===== config.mk =====
export PLATFORM = sky130hd
export DESIGN_NAME = bus_arbiter
export DESIGN_NICKNAME = d
export VERILOG_FILES = /design/src/rtl/snow_bus_pkg.sv /design/src/rtl/bus_arbiter.sv
export SDC_FILE = /design/constraint.sdc
export NUM_CORES = 1
export LEC_CHECK = 0
export BUFFER_PORTS_ARGS = -buffer_cell sky130_fd_sc_hd__buf_2
export CORE_AREA = 2 2 102 104
export CTS_CLUSTER_SIZE = 28
export DETAILED_ROUTE_END_ITERATION = 10
export DIE_AREA = 0 0 104 106
export HOLD_SLACK_MARGIN = 0.08
export MAX_ROUTING_LAYER = met4
export PLACE_DENSITY = 0.59
export REMOVE_ABC_BUFFERS = 1
export SLEW_MARGIN = 30
export SYNTH_ARGS = -nofsm -noshare
export SYNTH_HDL_FRONTEND = slang
export SYNTH_SLANG_ARGS = --single-unit
export TNS_END_PERCENT = 100

===== constraint.sdc =====
create_clock -name CPU_CLK -period 2.1 [get_ports CPU_CLK]
set_input_delay 0.42 -clock CPU_CLK [delete_from_list [all_inputs] [get_ports CPU_CLK]]
set_output_delay 0.42 -clock CPU_CLK [all_outputs]
set_load 0.01 [all_outputs]

===== src/rtl/snow_bus_pkg.sv =====
package snow_bus_pkg;

  localparam int PADDR_W     = 14;     // physical word address
  localparam int DATA_W      = 32;
  localparam int MEM_WORDS   = 16384;
  localparam int MEM_LATENCY = 2;      // accept to response, cycles
  localparam int LAT_CNT_W   = $clog2(MEM_LATENCY + 1);
  localparam int DMA_LEN_W   = 8;      // zero means 256 words

  typedef enum logic {
    BUS_READ,
    BUS_WRITE
  } bus_op_t;

  typedef enum logic [2:0] {
    D_IDLE,
    D_READ,
    D_READ_WAIT,
    D_WRITE,
    D_WRITE_WAIT
  } dma_state_t;

endpackage


===== src/rtl/bus_arbiter.sv =====
`timescale 1ns/100ps

module bus_arbiter
  import snow_bus_pkg::*;
(
  input  logic               CPU_CLK,
  input  logic               RST,
  // master 0, cache
  input  logic               m0_req_valid,
  output logic               m0_req_ready,
  input  bus_op_t            m0_req_op,
  input  logic [PADDR_W-1:0] m0_req_addr,
  input  logic [DATA_W-1:0]  m0_req_wdata,
  output logic               m0_rsp_valid,
  output logic [DATA_W-1:0]  m0_rsp_rdata,
  // master 1, dma
  input  logic               m1_req_valid,
  output logic               m1_req_ready,
  input  bus_op_t            m1_req_op,
  input  logic [PADDR_W-1:0] m1_req_addr,
  input  logic [DATA_W-1:0]  m1_req_wdata,
  output logic               m1_rsp_valid,
  output logic [DATA_W-1:0]  m1_rsp_rdata,
  // memory side
  output logic               mem_req_valid,
  input  logic               mem_req_ready,
  output bus_op_t            mem_req_op,
  output logic [PADDR_W-1:0] mem_req_addr,
  output logic [DATA_W-1:0]  mem_req_wdata,
  input  logic               mem_rsp_valid,
  input  logic [DATA_W-1:0]  mem_rsp_rdata,
  // dma write snoop
  output logic               snoop_valid,
  output logic [PADDR_W-1:0] snoop_addr
);

  logic locked_q;  // one transaction outstanding
  logic owner_q;   // 1 when m1 owns the bus
  logic last_q;    // last master served
  logic pick;
  logic accept;

  // on contention the master not served last wins
  assign pick = (m0_req_valid && m1_req_valid) ? !last_q : m1_req_valid;

  assign mem_req_valid = !locked_q && (pick ? m1_req_valid : m0_req_valid);
  assign mem_req_op    = pick ? m1_req_op : m0_req_op;
  assign mem_req_addr  = pick ? m1_req_addr : m0_req_addr;
  assign mem_req_wdata = pick ? m1_req_wdata : m0_req_wdata;
  assign m0_req_ready  = !locked_q && !pick && mem_req_ready;
  assign m1_req_ready  = !locked_q && pick && mem_req_ready;
  assign accept        = mem_req_valid && mem_req_ready;

  assign m0_rsp_valid = mem_rsp_valid && !owner_q;
  assign m1_rsp_valid = mem_rsp_valid && owner_q;
  assign m0_rsp_rdata = mem_rsp_rdata;
  assign m1_rsp_rdata = mem_rsp_rdata;

  assign snoop_valid = accept && pick && (m1_req_op == BUS_WRITE);
  assign snoop_addr  = m1_req_addr;

  always_ff @(posedge CPU_CLK)
  begin
    if (!RST)
    begin
      locked_q <= 1'b0;
      owner_q  <= 1'b0;
      last_q   <= 1'b0;
    end
    else if (accept)
    begin
      locked_q <= 1'b1;
      owner_q  <= pick;
      last_q   <= pick;
    end
    else if (mem_rsp_valid)
      locked_q <= 1'b0;  // grant released with the response
  end

endmodule


==> reports/summary.txt <==
final worst slack - 0.1572 ns
RSZ-0062 raised after global routing - no
Synth async-reset ratio - 0
Post-CTS Setup Inserts - 0
Post-synth EDFFs - 0
Placed Instance Area - 1755 sq um
Max-Cap Viols - 0
initial antenna violation count - 0
number of global-route vias before repair - 1470
Crit path largest cell delay - 0.36 ns
Max VDD drop - 0.2416 mV
DRC - 0
drt wl/cell - 27.19 um
CORE AREA - 10000 sq um
Die Y - 106 um
Synth area leader - buf_4
top cells by area, synth - buf_4 (45%), mux2_2 (32%), mux2_4 (10%)
Synth Register Bits - 2
register area share after synthesis - 0.02968
design area - 1797 sq um
layout cells sized above 1 - 0.9364
CTS max path bufs - 2
Critical Path Fanout Max - 26
CP endpoint kind - output port
DP Worst Slack - 0.1868 ns
Reg clk slew, reported paths - 0.03 ns
first-pass GRT wire length - 12830 um
CTS tree - done
final setup vio count - 0
Slew HR - 0.8498
Mapped Cells - 148
Buffers on Ports - 166
final hold viol count - 0
Setup crit start kind - register
Yosys top cell area share - 0.4508
Resized cells post-CTS - 0
Highest Clock Rate - 514.7 MHz
GPL Wtd Cong - 0.8142
Via density - 3.987
largest net degree at the start of global routing - 27
DR iter-0 viols - 81
nets - 370
total vias in the final route - 1483
clk_lat worst skew - 0.21 ns
critical path depth - 4
Final period util - 0.9251
critical path class - reg2out
CTS Root Cell - clkbuf_8
DRT Pass-1 Iters - 5
WHS - 0.4222 ns
worst reg2reg path depth - 3
total global-route track usage - 0.1766
final clock skew - 0.0001135 ns
Layout Area Growth over Synthesis - 33.21%
status - complete, no violations
Arrival @ worst endpoint - 1.52 ns
slew of the pin with the lowest slew margin - 0.2251 ns
Die ar. - 11020 sq um
Worst Path Required - 1.68 ns
crit path time final - 1.943 ns
worst min path class - in2reg
count leader, synth - buf_4
total power - 619.8 uW
Horiz. Die Dim - 104 um
n_diodes - 0
Hold Crit Depth - 2
Std-Cell Rows - 37
crit-path leading delay family - flip-flops
routed wire length - 10110 um
Pins Over Slew Limit - 0
Ports - 263
mapped cell area - 1349 sq um
post-route ant nets - 0
Mean Syn Cell Area - 9.113 sq um
Initial Utilization - 0.1349
top_reg_cell synth - dfxtp_1
Bufs and invs on worst path - 2
P_leak - 0.9887 nW
crit-path cells - a21boi_4 -> buf_12 -> mux2_2 -> buf_2
slowest stage cell, crit path - dfxtp_1
Power Dens Cells - 345.0 nW/um^2
Synth cell types - 17
CTS Buf Count - 3
total grt overflow - 0
Post-synth top cells - buf_4 (81), mux2_2 (38), mux2_4 (9)
clock sink count - 2
placed wire-length estimate - 9453 um
number of buffers inserted by hold repair at cts - 0
yosys warns - 0
H-tree depth - 1
[kinds of logic after synthesis]
| group | Yosys count | synth area share |
|---|---|---|
| buffers and inverters | 85 | 0.4759 |
| muxes | 47 | 0.4174 |
| and+or+nand+nor | 10 | 0.04917 |
| AOI/OAI and AO/OA | 4 | 0.02783 |
| DFF | 2 | 0.02969 |
[worst paths after layout]
kind                          from                     to  slack, ns
max           owner_q$_SDFFE_PN0P_      mem_req_wdata[16]       0.16
min                            RST  locked_q$_SDFFE_PN0P_       0.42
max reg2reg  locked_q$_SDFFE_PN0P_   owner_q$_SDFFE_PN0P_       1.00
min reg2reg   owner_q$_SDFFE_PN0P_   owner_q$_SDFFE_PN0P_       0.58
[sequential cells by signal, indices dropped and copies added (netlist names)]
signal / flops
locked_q: 1
owner_q: 1
[per-stage QoR]
step                      TNS, ns    util  instances
after floorplan            -6.016       -         65
after global placement          0  0.1756        369
after detailed placement        0  0.1756        369
after CTS                       0  0.1797        372
after global routing            0  0.1797        372
final                           0  0.1797        372
[final cells by class]
cell class	instances	area [sq um]
sequential	2	40.04
fill	1155	8203
clock buffer	3	41.29
timing repair buffer	168	870.8
inverter	2	7.507
multi-input combinational	61	666.9
tap	136	170.2
[worst register-to-register path: cells and delay by family, from the launching register on]
| family | cells | cell delay [ns] |
|---|---|---|
| AO/OA/AOI/OAI | 1 | 0.12 |
| flip-flops | 1 | 0.31 |
| AND/OR/NAND/NOR | 2 | 0.61 |
[report_power, final]
| part | switching, mW | leakage, nW | internal (mW) |
|---|---|---|---|
| Combinational | 0.187 | 0.951 | 0.232 |
| Clock | 0.0341 | 0.0216 | 0.122 |
| Sequential | 0.00329 | 0.0165 | 0.0411 |
| Total | 0.225 | 0.989 | 0.395 |
[placed cells by master (no fill, tap or decap), types with 2 or more instances in the layout]
| cell | n |
|---|---|
| dfxtp_1 | 2 |
| mux2_2 | 38 |
| and2_1 | 3 |
| buf_12 | 2 |
| buf_2 | 166 |
| inv_1 | 2 |
| nor2_1 | 3 |
| clkbuf_8 | 3 |
| mux2_4 | 9 |
[layer usage]
layer  vias to the layer above  wire, um  GRT usage
met3                         8      2287     0.1735
li1                        592         -          -
met2                       218      4665     0.2834
met1                       665      3042     0.1514
met4                         0       119    0.02799
met5                         -         0          -
No activity file was read; power rests on OpenSTA's default activity.
