==> config.mk <==
export PLATFORM = sky130hd
export DESIGN_NAME = dma_copier
export DESIGN_NICKNAME = d
export VERILOG_FILES = /design/src/rtl/snow_bus_pkg.sv /design/src/rtl/dma_copier.sv
export SDC_FILE = /design/constraint.sdc
export NUM_CORES = 1
export LEC_CHECK = 0
export BUFFER_PORTS_ARGS = -buffer_cell sky130_fd_sc_hd__buf_2
export CAP_MARGIN = 20
export CELL_PAD_IN_SITES_DETAIL_PLACEMENT = 2
export CELL_PAD_IN_SITES_GLOBAL_PLACEMENT = 2
export CORE_ASPECT_RATIO = 1.25
export CORE_MARGIN = 2
export CORE_UTILIZATION = 30
export DETAILED_ROUTE_END_ITERATION = 8
export GPL_TIMING_DRIVEN = 0
export PLACE_DENSITY = 0.82
export SLEW_MARGIN = 0
export SYNTH_ARGS = -nofsm -noshare
export SYNTH_HDL_FRONTEND = slang
export SYNTH_SLANG_ARGS = --single-unit
==> constraint.sdc <==
create_clock -name CPU_CLK -period 7.5 [get_ports CPU_CLK]
set_clock_uncertainty 0.2 [all_clocks]
set_input_delay 2.25 -clock CPU_CLK [delete_from_list [all_inputs] [get_ports CPU_CLK]]
set_output_delay 2.25 -clock CPU_CLK [all_outputs]
set_load 0.01 [all_outputs]
==> src/rtl/snow_bus_pkg.sv <==
package snow_bus_pkg;

  localparam int PADDR_W     = 14;     // physical word address
  localparam int DATA_W      = 32;
  localparam int MEM_WORDS   = 16384;
  localparam int MEM_LATENCY = 2;      // accept to response, cycles
  localparam int LAT_CNT_W   = $clog2(MEM_LATENCY + 1);
  localparam int DMA_LEN_W   = 8;      // zero means 256 words

  typedef enum logic {
    BUS_READ,
    BUS_WRITE
  } bus_op_t;

  typedef enum logic [2:0] {
    D_IDLE,
    D_READ,
    D_READ_WAIT,
    D_WRITE,
    D_WRITE_WAIT
  } dma_state_t;

endpackage

==> src/rtl/dma_copier.sv <==
`timescale 1ns/100ps

module dma_copier
  import snow_bus_pkg::*;
(
  input  logic                 CPU_CLK,
  input  logic                 RST,
  // command port
  input  logic                 dma_cmd_valid,
  output logic                 dma_cmd_ready,
  input  logic [PADDR_W-1:0]   dma_src,
  input  logic [PADDR_W-1:0]   dma_dst,
  input  logic [DMA_LEN_W-1:0] dma_len,
  output logic                 dma_done,
  // bus master port
  output logic                 m1_req_valid,
  input  logic                 m1_req_ready,
  output bus_op_t              m1_req_op,
  output logic [PADDR_W-1:0]   m1_req_addr,
  output logic [DATA_W-1:0]    m1_req_wdata,
  input  logic                 m1_rsp_valid,
  input  logic [DATA_W-1:0]    m1_rsp_rdata
);

  dma_state_t           state;
  logic [PADDR_W-1:0]   src_q;
  logic [PADDR_W-1:0]   dst_q;
  logic [DMA_LEN_W-1:0] cnt_q;   // words left, zero is 256
  logic [DATA_W-1:0]    buf_q;   // word in flight

  assign dma_cmd_ready = (state == D_IDLE);
  assign m1_req_valid  = (state == D_READ) || (state == D_WRITE);
  assign m1_req_op     = (state == D_WRITE) ? BUS_WRITE : BUS_READ;
  assign m1_req_addr   = (state == D_WRITE) ? dst_q : src_q;
  assign m1_req_wdata  = buf_q;

  always_ff @(posedge CPU_CLK)
  begin
    if (!RST)
    begin
      state    <= D_IDLE;
      dma_done <= 1'b0;
    end
    else
    begin
      dma_done <= 1'b0;
      case (state)
        D_IDLE:
        begin
          if (dma_cmd_valid)
            state <= D_READ;
        end
        D_READ:
        begin
          if (m1_req_ready)
            state <= D_READ_WAIT;
        end
        D_READ_WAIT:
        begin
          if (m1_rsp_valid)
            state <= D_WRITE;
        end
        D_WRITE:
        begin
          if (m1_req_ready)
            state <= D_WRITE_WAIT;
        end
        default:
        begin
          if (m1_rsp_valid)
          begin
            if (cnt_q == DMA_LEN_W'(1))
            begin
              state    <= D_IDLE;
              dma_done <= 1'b1;  // last write acked
            end
            else
              state <= D_READ;
          end
        end
      endcase
    end
  end

  always_ff @(posedge CPU_CLK)
  begin
    if (dma_cmd_valid && dma_cmd_ready)
    begin
      src_q <= dma_src;
      dst_q <= dma_dst;
      cnt_q <= dma_len;
    end
    else if ((state == D_WRITE_WAIT) && m1_rsp_valid)
    begin
      src_q <= src_q + 1'b1;
      dst_q <= dst_q + 1'b1;
      cnt_q <= cnt_q - 1'b1;
    end
    if ((state == D_READ_WAIT) && m1_rsp_valid)
      buf_q <= m1_rsp_rdata;
  end

endmodule

==> results of run 1 <==
==> layout by cell type (no fill, tap or decap), types with 8 or more instances in the layout <==
cell type	n
xor2_1	8
nand2_1	76
clkbuf_16	9
nor2_1	23
xnor2_1	22
o21ai_1	18
edfxtp_1	68
a21oi_1	16
buf_2	128
==> worst min-delay path by stage <==
stage	startpoint	slack, ns	end
after floorplan	cnt_q[7]	0.36	dma_done
after global placement	state[0]	0.42	state[0]
after detailed placement	src_q[13]	0.46	src_q[13]
after CTS	src_q[13]	0.48	src_q[13]
after global routing	dst_q[0]	0.50	dst_q[0]
final	src_q[13]	0.47	src_q[13]
==> metrics by stage <==
stage	power [mW]	area [um2]	cells
finish	1.59	4620	589
global route	1.68	4620	589
CTS	1.61	4620	589
detailed placement	1.21	4360	573
global placement	1.15	4260	569
floorplan	0.987	3480	312
==> Yosys cell counts <==
cell type,number
nor3_1,7
nor2_2,1
and3_1,1
nand3b_1,2
and2_1,1
nand3_4,2
nand3_2,1
clkbuf_1,4
o31ai_1,1
nand2_2,1
dfxtp_1,4
o21ai_0,3
nand4_2,1
mux2i_1,1
ha_1,4
xor2_1,8
buf_2,6
nor4bb_1,1
nor2_1,23
nor4_2,6
nor2b_1,3
nand3_1,7
nand2_1,76
nand4_1,4
edfxtp_1,68
buf_4,2
inv_1,7
or4_4,1
o22ai_1,1
nor4_1,2
a32oi_1,1
xnor2_1,22
nand2b_1,1
o21a_1,1
nor3_2,2
o21ai_1,18
a211oi_1,1
a21oi_1,16
inv_2,1
==> kinds of logic (layout without fill, tap and decap cells) <==
kind of cell | count (synthesis) | in the layout | synth area share (%)
AND/OR/NAND/NOR | 143 | 143 | 20.7
flip-flops | 72 | 72 | 61.1
AO/OA/AOI/OAI | 42 | 42 | 6.41
XOR/XNOR | 30 | 30 | 7.56
buffers and inverters | 20 | 162 | 2.59
adder cells (fa/ha/maj) | 4 | 4 | 1.44
multiplexers | 1 | 1 | 0.288
==> registers in the layout, summed over array words and instances, names as in the netlist <==
name          cells
cnt_q             8
m1_req_wdata     32
src_q            14
dma_done          1
dst_q            14
state             3
==> power by group through the flow <==
stage	combinational [mW]	clock, mW	sequential, mW
after floorplan	0.314	0	0.673
after global placement	0.464	0	0.689
after detailed placement	0.522	0	0.690
after CTS	0.531	0.399	0.683
after global routing	0.576	0.407	0.697
final	0.518	0.389	0.682
==> layout make-up <==
cell class                      instances  area (um2)  share of cell area (%)
Buffer                                 12        60.1                    1.30
Clock inverter                          6        37.5                   0.812
Timing Repair Buffer                  126         683                    14.8
Multi-Input combinational cell        220        1290                    27.9
Inverter                                8        30.0                   0.650
Tap cell                              135         169                    3.65
Clock buffer                           10         229                    4.95
Sequential cell                        72        2120                    45.9
==> metal layers <==
metal	up-vias	share of wire (%)	global-route usage, %
met1	1407	38	21.1
met4	0	2.1	8.06
met2	44	58	36.2
li1	1368	-	-
met5	-	0	0
met3	14	2.0	2.13
==> worst min-delay path: stages (launching register included) <==
cell      delay, ns
edfxtp_1       0.36
xnor2_1        0.09
o21ai_1        0.11
==> out/qor.yml, run 1 <==
routing:
  firstDrtPassIters: 4
  routedWlPerCell_um: 19.2
  via_per_inst: 4.81
  drc: 0
  via_count: 2833
  first_iter_violations: 87
  drt-total-wl_mm: 11.3
  ant_nets: 0
power_and_ir_drop:
  ir_worst_vdd_uv: 115
  power_frac_comb_pct: 32.6
  power.share.clock_pct: 24.5
  p_sw_share_pct: 36.4
  p_switching_mw: 0.579
  intPower_mw: 1.01
  p_seq_share_pct: 42.9
  power.density_nw_per_um2: 344
  power_leakage_nw: 1.82
place:
  dp_slack_ns: 3.44
  hpwlAfterDp_mm: 8.84
  io_buffers: 122
  gp_congestion: 0.765
logic_synthesis:
  ys.warnings.count: 0
  synth_cell_types: 39
  synthTopCellsByArea: "edfxtp_1, nand2_1, xnor2_1"
  yosysSeqAreaShare_pct: 61.1
  synth_top_area_share_pct: 58.7
  syn_area_um2: 3480
  ys_seq_elements: 72
  synth_area_per_cell_um2: 11.1
  yosysTopAreaCell: "edfxtp_1"
  synth_cells: 312
  syn-num-nets: 389
cts:
  cts_resized: 0
  clkSlewWorstSetupHoldPaths_ns: 0.06
  cts_buffer_depth: 2
  cts_buffers: 9
  clock_latency_ns: 0.34
  cts_hold_buf: 0
  clkSinkCount: 72
  cts_root_buffer: "clkbuf_16"
  cts_tree: "built"
  post-cts-setup-buffers: 0
  htree_levels: 3
sta:
  finalHoldViolations: 0
  max_freq_mhz: 228
  maxSlewHeadroom_pct: 59.2
  setup_ws_ns: 3.12
  finalMaxSlewViolations: 0
  holdWs_ns: 0.472
  period_share_pct: 58.4
  rsz0062_at_grt: "no"
  setup_violations: 0
  setup_tns_ns: 0
  worst_slew_pin_slew_ns: 0.612
  min_period_ns: 4.38
worst_setup_path:
  critPathKind: "reg2out"
  crit_top_cell: "buf_2"
  slowest_stage: "dfxtp_1"
  timing.rr.start: "state[2]"
  cp-startpoint: "state[0]"
  crit_fanout: 10
  r2r_end: "src_q[8]"
  reg2reg_slack_ns: 5.33
  cp-endpoint: "m1_req_addr[3]"
  r2r_cells: 5
  crit_buf_inv: 4
  cp_top_family: "buffers and inverters"
  crit_cells: 7
  path_cells: "buf_2 -> nand3b_1 -> inv_2 -> buf_2 -> nand2_1 -> nand2_1 -> buf_2"
  critPathMaxStageDelay_ns: 0.30
  end_kind: "primary output"
  crit_arrival_ns: 1.93
  crit_path_start_kind: "register"
  cp_data_required_time_ns: 5.05
finish:
  fill_cells: 1251
  final_net_count: 526
  diodes: 0
  final_core_util_pct: 41.3
  drive_gt1_share_pct: 36.6
  area_growth_pct: 33.0
global_route:
  grt_pass1_vias: 3177
  antenna_found_initial: 0
  track_usage_pct: 19.1
  grt_first_pass_wirelength_mm: 17.9
  grt-ovfl-total: 0
  grt_max_degree: 18
run_status:
  status: "finished, final reports clean"
floorplan:
  die_w_um: 100
  start_util_pct: 31.1
  fp.coreArea_um2: 11200
  num_rows: 43
  die_area_um2: 12500
  ios: 123
  die_height_um: 124
min_path:
  holdPathStages: 2
  hold_class: "reg2reg"
run:
  cap_violations: 0
(Power assumes the default switching activity.)
==> run 2: changes to the inputs <==
--- a/config.mk
+++ b/config.mk
@@ -5,16 +5,17 @@
 export SDC_FILE = /design/constraint.sdc
 export NUM_CORES = 1
 export LEC_CHECK = 0
+export ABC_AREA = 1
 export BUFFER_PORTS_ARGS = -buffer_cell sky130_fd_sc_hd__buf_2
 export CAP_MARGIN = 20
 export CELL_PAD_IN_SITES_DETAIL_PLACEMENT = 2
 export CELL_PAD_IN_SITES_GLOBAL_PLACEMENT = 2
 export CORE_ASPECT_RATIO = 1.25
 export CORE_MARGIN = 2
-export CORE_UTILIZATION = 30
+export CORE_UTILIZATION = 29
 export DETAILED_ROUTE_END_ITERATION = 8
 export GPL_TIMING_DRIVEN = 0
-export PLACE_DENSITY = 0.82
+export PLACE_DENSITY = 0.83
 export SLEW_MARGIN = 0
 export SYNTH_ARGS = -nofsm -noshare
 export SYNTH_HDL_FRONTEND = slang
==> constraint.sdc (replaced) <==
create_clock -name CPU_CLK -period 4.5 [get_ports CPU_CLK]
set_clock_uncertainty 0.2 [all_clocks]
set_input_delay 1.35 -clock CPU_CLK [delete_from_list [all_inputs] [get_ports CPU_CLK]]
set_output_delay 1.35 -clock CPU_CLK [all_outputs]
set_load 0.01 [all_outputs]
==> out/qor.yml, run 2 <==
worst_setup_path:
  crit_arrival_ns: 1.71  # -0.22 ns
  cp_data_required_time_ns: 2.95  # -2.10 ns
  r2r_cells: 6  # +1
  timing.rr.start: "state[2]"
  r2r_end: "dst_q[7]"
  cp-startpoint: "state[0]"
  critPathKind: "reg2out"
  reg2reg_slack_ns: 2.10  # -3.23 ns
  cp-endpoint: "m1_req_addr[8]"
  crit_path_start_kind: "register"
  crit_fanout: 10  # unchanged
  end_kind: "primary output"
cts:
  cts_tree: "built"
  clkSlewWorstSetupHoldPaths_ns: 0.06  # about the same
  cts_hold_buf: 0  # unchanged
  cts_buffers: 9  # unchanged
  cts_buffer_depth: 2  # unchanged
  post-cts-setup-buffers: 0  # unchanged
  clock_latency_ns: 0.34  # about the same
  htree_levels: 3  # unchanged
  cts_root_buffer: "clkbuf_16"
  clkSinkCount: 72  # unchanged
  cts_resized: 0  # unchanged
power_and_ir_drop:
  ir_worst_vdd_uv: 191  # +66%
  power.density_nw_per_um2: 632  # +84%
  power_leakage_nw: 2.12  # +16%
  power_mw: 3.02  # +90%
sta:
  max_freq_mhz: 307
  period_share_pct: 72.4
  min_period_ns: 3.26
  setup_ws_ns: 1.24  # -1.88 ns
  maxSlewHeadroom_pct: 34.0  # -25 points
  setup_tns_ns: 0  # unchanged
  worst_slew_pin_slew_ns: 0.982  # +0.371 ns
  holdWs_ns: 0.422  # -0.0494 ns
  finalHoldViolations: 0  # unchanged
  rsz0062_at_grt: "no"
  finalMaxSlewViolations: 0  # unchanged
  setup_violations: 0  # unchanged
logic_synthesis:
  synth_area_per_cell_um2: 9.36  # -16%
  ys_seq_elements: 72  # unchanged
  synth-edff-count: 68  # unchanged
  synth_top_family_by_area: "simple AND/OR/NAND/NOR gates"
  synth_cells: 389  # +25%
  synth_fa_ha_area_share_pct: 1.38  # -0.065 points
  synthTopCellsByCount: "nand2_1, edfxtp_1, nand3_1"
  synth_xor_area_share_pct: 2.65  # -4.9 points
  synth_flop_cell: "edfxtp_1"
  synth_compound_area_share_pct: 6.08  # -0.32 points
  yosysSeqAreaShare_pct: 58.3  # -2.7 points
  yosysTopAreaCell: "edfxtp_1"
  synth.most_common_cell: "nand2_1"
  synthMuxAreaShare_pct: 0  # -0.29 points
  synth_top_area_share_pct: 56.1  # -2.6 points
  synthTopCellsByArea: "edfxtp_1, nand2_1, nand3_1"
  syn-num-nets: 466  # +20%
  yosys.area_share.simple_pct: 25.6  # +5.0 points
  synth_cell_types: 30  # -23%
  ys_async_sr_fraction_pct: 0  # unchanged
  ys.warnings.count: 0  # unchanged
  syn_area_um2: 3640  # +4.7%
finish:
  stdcell_area_um2: 4790  # +3.5%
  layout_commonest_cell: "nand2_1"
  final_cell_mix: "nand2_1, buf_2, edfxtp_1"
  drive_gt1_share_pct: 31.6  # -4.9 points
  final_net_count: 600  # +14%
  area_growth_pct: 31.5
  largest_register_ffs: 32  # unchanged
floorplan:
  num_rows: 45  # +4.7%
  fp.coreArea_um2: 12200  # +9.2%
  start_util_pct: 29.8  # -1.3 points
  ios: 123  # unchanged
  die_area_um2: 13500  # +8.0%
  die_w_um: 104  # +3.9%
  die_height_um: 129  # +3.9%
global_route:
  track_usage_pct: 17.9  # -1.3 points
  grt_max_degree: 37  # +19
  antenna_found_initial: 1  # +1
  grt_pass1_vias: 3537  # +11%
  grt_first_pass_wirelength_mm: 18.5  # +3.4%
  grt-ovfl-total: 0  # unchanged
place:
  io_buffers: 122  # unchanged
  gp_congestion: 0.812  # +6.2%
  placed_area_um2: 4480  # +3.0%
  dp_slack_ns: 1.20  # -2.24 ns
  hpwlAfterDp_mm: 8.88  # +0.39%
routing:
  via_count: 3244  # +15%
  drc: 0  # unchanged
  routedWlPerCell_um: 16.6  # -14%
  via_per_inst: 4.68  # -2.7%
  drt-total-wl_mm: 11.5  # +1.5%
  first_iter_violations: 101  # +16%
  ant_nets: 0  # unchanged
  firstDrtPassIters: 4  # unchanged
min_path:
  hold_start: "cnt_q[6]"
  hold_class: "reg2reg"
run:
  cap_violations: 0  # unchanged
run_status:
  status: "finished, final reports clean"
-- run 2: critical path, cell delays in order, from the launching register on --
cell and delay [ns]:
dfxtp_1 0.52, nand2_1 0.13, nor2_2 0.15, inv_2 0.12
o21ai_0 0.26, buf_2 0.19
-- run 2: layout make-up --
cell class                      instances  area, um2
Antenna cell                            1       2.50
Buffer                                  9       75.1
Clock buffer                           10        229
Clock inverter                          6       70.1
Fill cell                            1390       7430
Inverter                               37        141
Multi-Input combinational cell        271       1320
Sequential cell                        72       2120
Tap cell                              164        205
Timing Repair Buffer                  123        622
-- run 2: worst min-delay path by stage --
stage,slack (ns),end,cells after the start
floorplan,0.33,dma_done,3
global placement,0.39,state[2],2
detailed placement,0.40,dma_done,3
CTS,0.42,dma_done,3
global route,0.47,dma_done,3
finish,0.42,dma_done,3
-- run 2: cell families (layout without fill, tap and decap cells) --
| logic type | after synthesis | in the layout |
|---|---|---|
| buf+inv | 46 | 185 |
| xor+xnor | 11 | 11 |
| compound gates | 38 | 38 |
| simple gates | 218 | 218 |
| fa+ha+maj | 4 | 4 |
| flops | 72 | 72 |
| other cells | 0 | 1 |
-- run 2: per-stage QoR --
stage	std cells	utilization [%]
floorplan	389	-
global placement	675	36.5
detailed placement	676	36.7
CTS	692	39.2
global route	692	39.2
finish	693	39.2
-- run 2: routing by layer --
metal	vias up	global-route usage [%]	routed length (um)
met2	103	32.6	5950
li1	1567	-	-
met3	13	4.53	570
met4	0	6.04	202
met1	1561	20.5	4770
met5	-	0	0
-- run 2: power breakdown --
| group | switching, mW | total [mW] | internal (mW) |
|---|---|---|---|
| Sequential | 0.167 | 1.19 | 1.02 |
| Combinational | 0.717 | 1.11 | 0.393 |
| Clock | 0.290 | 0.721 | 0.431 |
==> run 3: changes to the inputs <==
--- a/config.mk
+++ b/config.mk
@@ -12,10 +12,10 @@
 export CELL_PAD_IN_SITES_GLOBAL_PLACEMENT = 2
 export CORE_ASPECT_RATIO = 1.25
 export CORE_MARGIN = 2
-export CORE_UTILIZATION = 29
+export CORE_UTILIZATION = 27
 export DETAILED_ROUTE_END_ITERATION = 8
 export GPL_TIMING_DRIVEN = 0
-export PLACE_DENSITY = 0.83
+export PLACE_DENSITY = 0.81
 export SLEW_MARGIN = 0
 export SYNTH_ARGS = -nofsm -noshare
 export SYNTH_HDL_FRONTEND = slang
==> constraint.sdc (replaced) <==
create_clock -name CPU_CLK -period 2.6 [get_ports CPU_CLK]
set_clock_uncertainty 0.2 [all_clocks]
set_input_delay 0.78 -clock CPU_CLK [delete_from_list [all_inputs] [get_ports CPU_CLK]]
set_output_delay 0.78 -clock CPU_CLK [all_outputs]
set_load 0.01 [all_outputs]
==> out/qor.yml, run 3 (synthesized netlist as in run 2, its figures left out) <==
run_status:
  status: "finished, final reports clean"
finish:
  drive_gt1_share_pct: 32.5  # +0.82 points
  final_net_count: 602  # +0.33%
  final_cell_mix: "nand2_1, buf_2, edfxtp_1"
  area_growth_pct: 33.1
  layout_commonest_cell: "nand2_1"
  largest_register_ffs: 32  # unchanged
  diodes: 0  # -1
worst_setup_path:
  critPathKind: "reg2out"
  end_kind: "primary output"
  cp_data_required_time_ns: 1.62  # -1.33 ns
  crit_path_start_kind: "register"
  crit_fanout: 10  # unchanged
  crit_arrival_ns: 1.52  # -0.19 ns
cts:
  cts_tree: "built"
  clkSlewWorstSetupHoldPaths_ns: 0.06  # about the same
  htree_levels: 3  # unchanged
  clock_latency_ns: 0.33  # about the same
  cts_hold_buf: 0  # unchanged
  post-cts-setup-buffers: 0  # unchanged
  clkSinkCount: 72  # unchanged
  cts_buffers: 9  # unchanged
  cts_root_buffer: "clkbuf_16"
  cts_buffer_depth: 2  # unchanged
sta:
  finalHoldViolations: 0  # unchanged
  maxSlewHeadroom_pct: 64.1  # +30 points
  worst_slew_pin_slew_ns: 0.534  # -0.448 ns
  setup_violations: 0  # unchanged
  setup_tns_ns: 0  # unchanged
  min_period_ns: 2.50
  max_freq_mhz: 400
  rsz0062_at_grt: "yes"
  period_share_pct: 96.3
  setup_ws_ns: 0.0970  # -1.14 ns
  finalMaxSlewViolations: 0  # unchanged
floorplan:
  die_height_um: 134  # +3.5%
  die_area_um2: 14400  # +7.1%
  start_util_pct: 27.5  # -2.3 points
  die_w_um: 108  # +3.5%
  num_rows: 47  # +4.4%
  ios: 123  # unchanged
  fp.coreArea_um2: 13200  # +8.3%
global_route:
  track_usage_pct: 17.1  # -0.72 points
  grt-ovfl-total: 0  # unchanged
  antenna_found_initial: 0  # -1
  grt_first_pass_wirelength_mm: 18.8  # +1.5%
  grt_max_degree: 37  # unchanged
  grt_pass1_vias: 3474  # -1.8%
place:
  hpwlAfterDp_mm: 9.28  # +4.6%
  dp_slack_ns: 0.167  # -1.03 ns
  io_buffers: 122  # unchanged
  gp_congestion: 0.805  # -0.89%
routing:
  ant_nets: 0  # unchanged
  via_count: 3238  # -0.18%
  drt-total-wl_mm: 11.8  # +2.5%
  routedWlPerCell_um: 16.8  # +1.3%
  via_per_inst: 4.62  # -1.3%
  firstDrtPassIters: 4  # unchanged
  drc: 0  # unchanged
  first_iter_violations: 101  # unchanged
power_and_ir_drop:
  p_switching_mw: 2.06  # +75%
  power.density_nw_per_um2: 1090  # +73%
  power_frac_comb_pct: 37.2  # +0.5 points
  p_seq_share_pct: 39.1  # -0.3 points
  power_leakage_nw: 2.13  # +0.70%
  ir_worst_vdd_uv: 324  # +69%
  intPower_mw: 3.24  # +75%
  power.share.clock_pct: 23.7  # -0.2 points
  p_sw_share_pct: 38.8  # about the same
min_path:
  hold_class: "reg2reg"
run:
  cap_violations: 0  # unchanged
[run 3: power by group through the flow]
stage	logic (mW)	clock network [mW]	registers (mW)
CTS	2.02	1.29	2.08
detailed placement	2.00	0	2.09
floorplan	1.25	0	2.03
finish	1.97	1.26	2.07
global route	2.24	1.33	2.12
global placement	1.85	0	2.08
[run 3: what timing repair did]
item,CTS,global route
endpoints found under the setup margin,15,9
endpoints found under the hold margin,0,0
resized for setup,5,5
[run 3: final timing paths]
| check | startpoint | end | slack (ns) | cells after the start |
|---|---|---|---|---|
| hold reg to reg | state[2] | state[2] | 0.39 | 2 |
| setup / recovery | state[0] | m1_req_addr[5] | 0.1 | 5 |
| setup reg to reg | src_q[0] | src_q[10] | 0.68 | 6 |
| hold / removal | state[2] | state[2] | 0.39 | 2 |
[run 3: cell type report]
type | count | area, um2
multi-input cells | 271 | 1320
clock inverters | 6 | 68.8
flip-flops and latches | 72 | 2130
plain buffers | 9 | 81.3
clock buffers | 10 | 229
inverters | 37 | 141
repair buffers | 125 | 657
fillers | 1502 | 8390
well taps | 171 | 214
[run 3: per-stage QoR]
stage                     hold slack [ns]  cell area (um2)  utilization [%]  cells  total power, mW
after floorplan                     0.333             3650                -    389             3.27
after global placement              0.409             4480             33.9    682             3.93
after detailed placement            0.439             4530             34.2    685             4.09
after CTS                           0.401             4840             36.6    701             5.39
after global routing                0.410             4840             36.6    701             5.70
final                               0.394             4840             36.6    701             5.30
[run 3: per-layer routing]
layer  share of wire [%]  track usage [%]  up-vias
li1                    -                -     1564
met1                  39             19.1     1548
met2                  54             32.6      119
met3                 6.6             4.08        7
met4                0.75             3.70        0
met5                   0                0        -
[run 3: worst max-delay path, cell delays in order, from the launching register on]
cell and delay [ns]:
dfxtp_4 0.38, nand2_1 0.13, nor2_4 0.06, buf_4 0.18
o21ai_0 0.25, buf_2 0.19
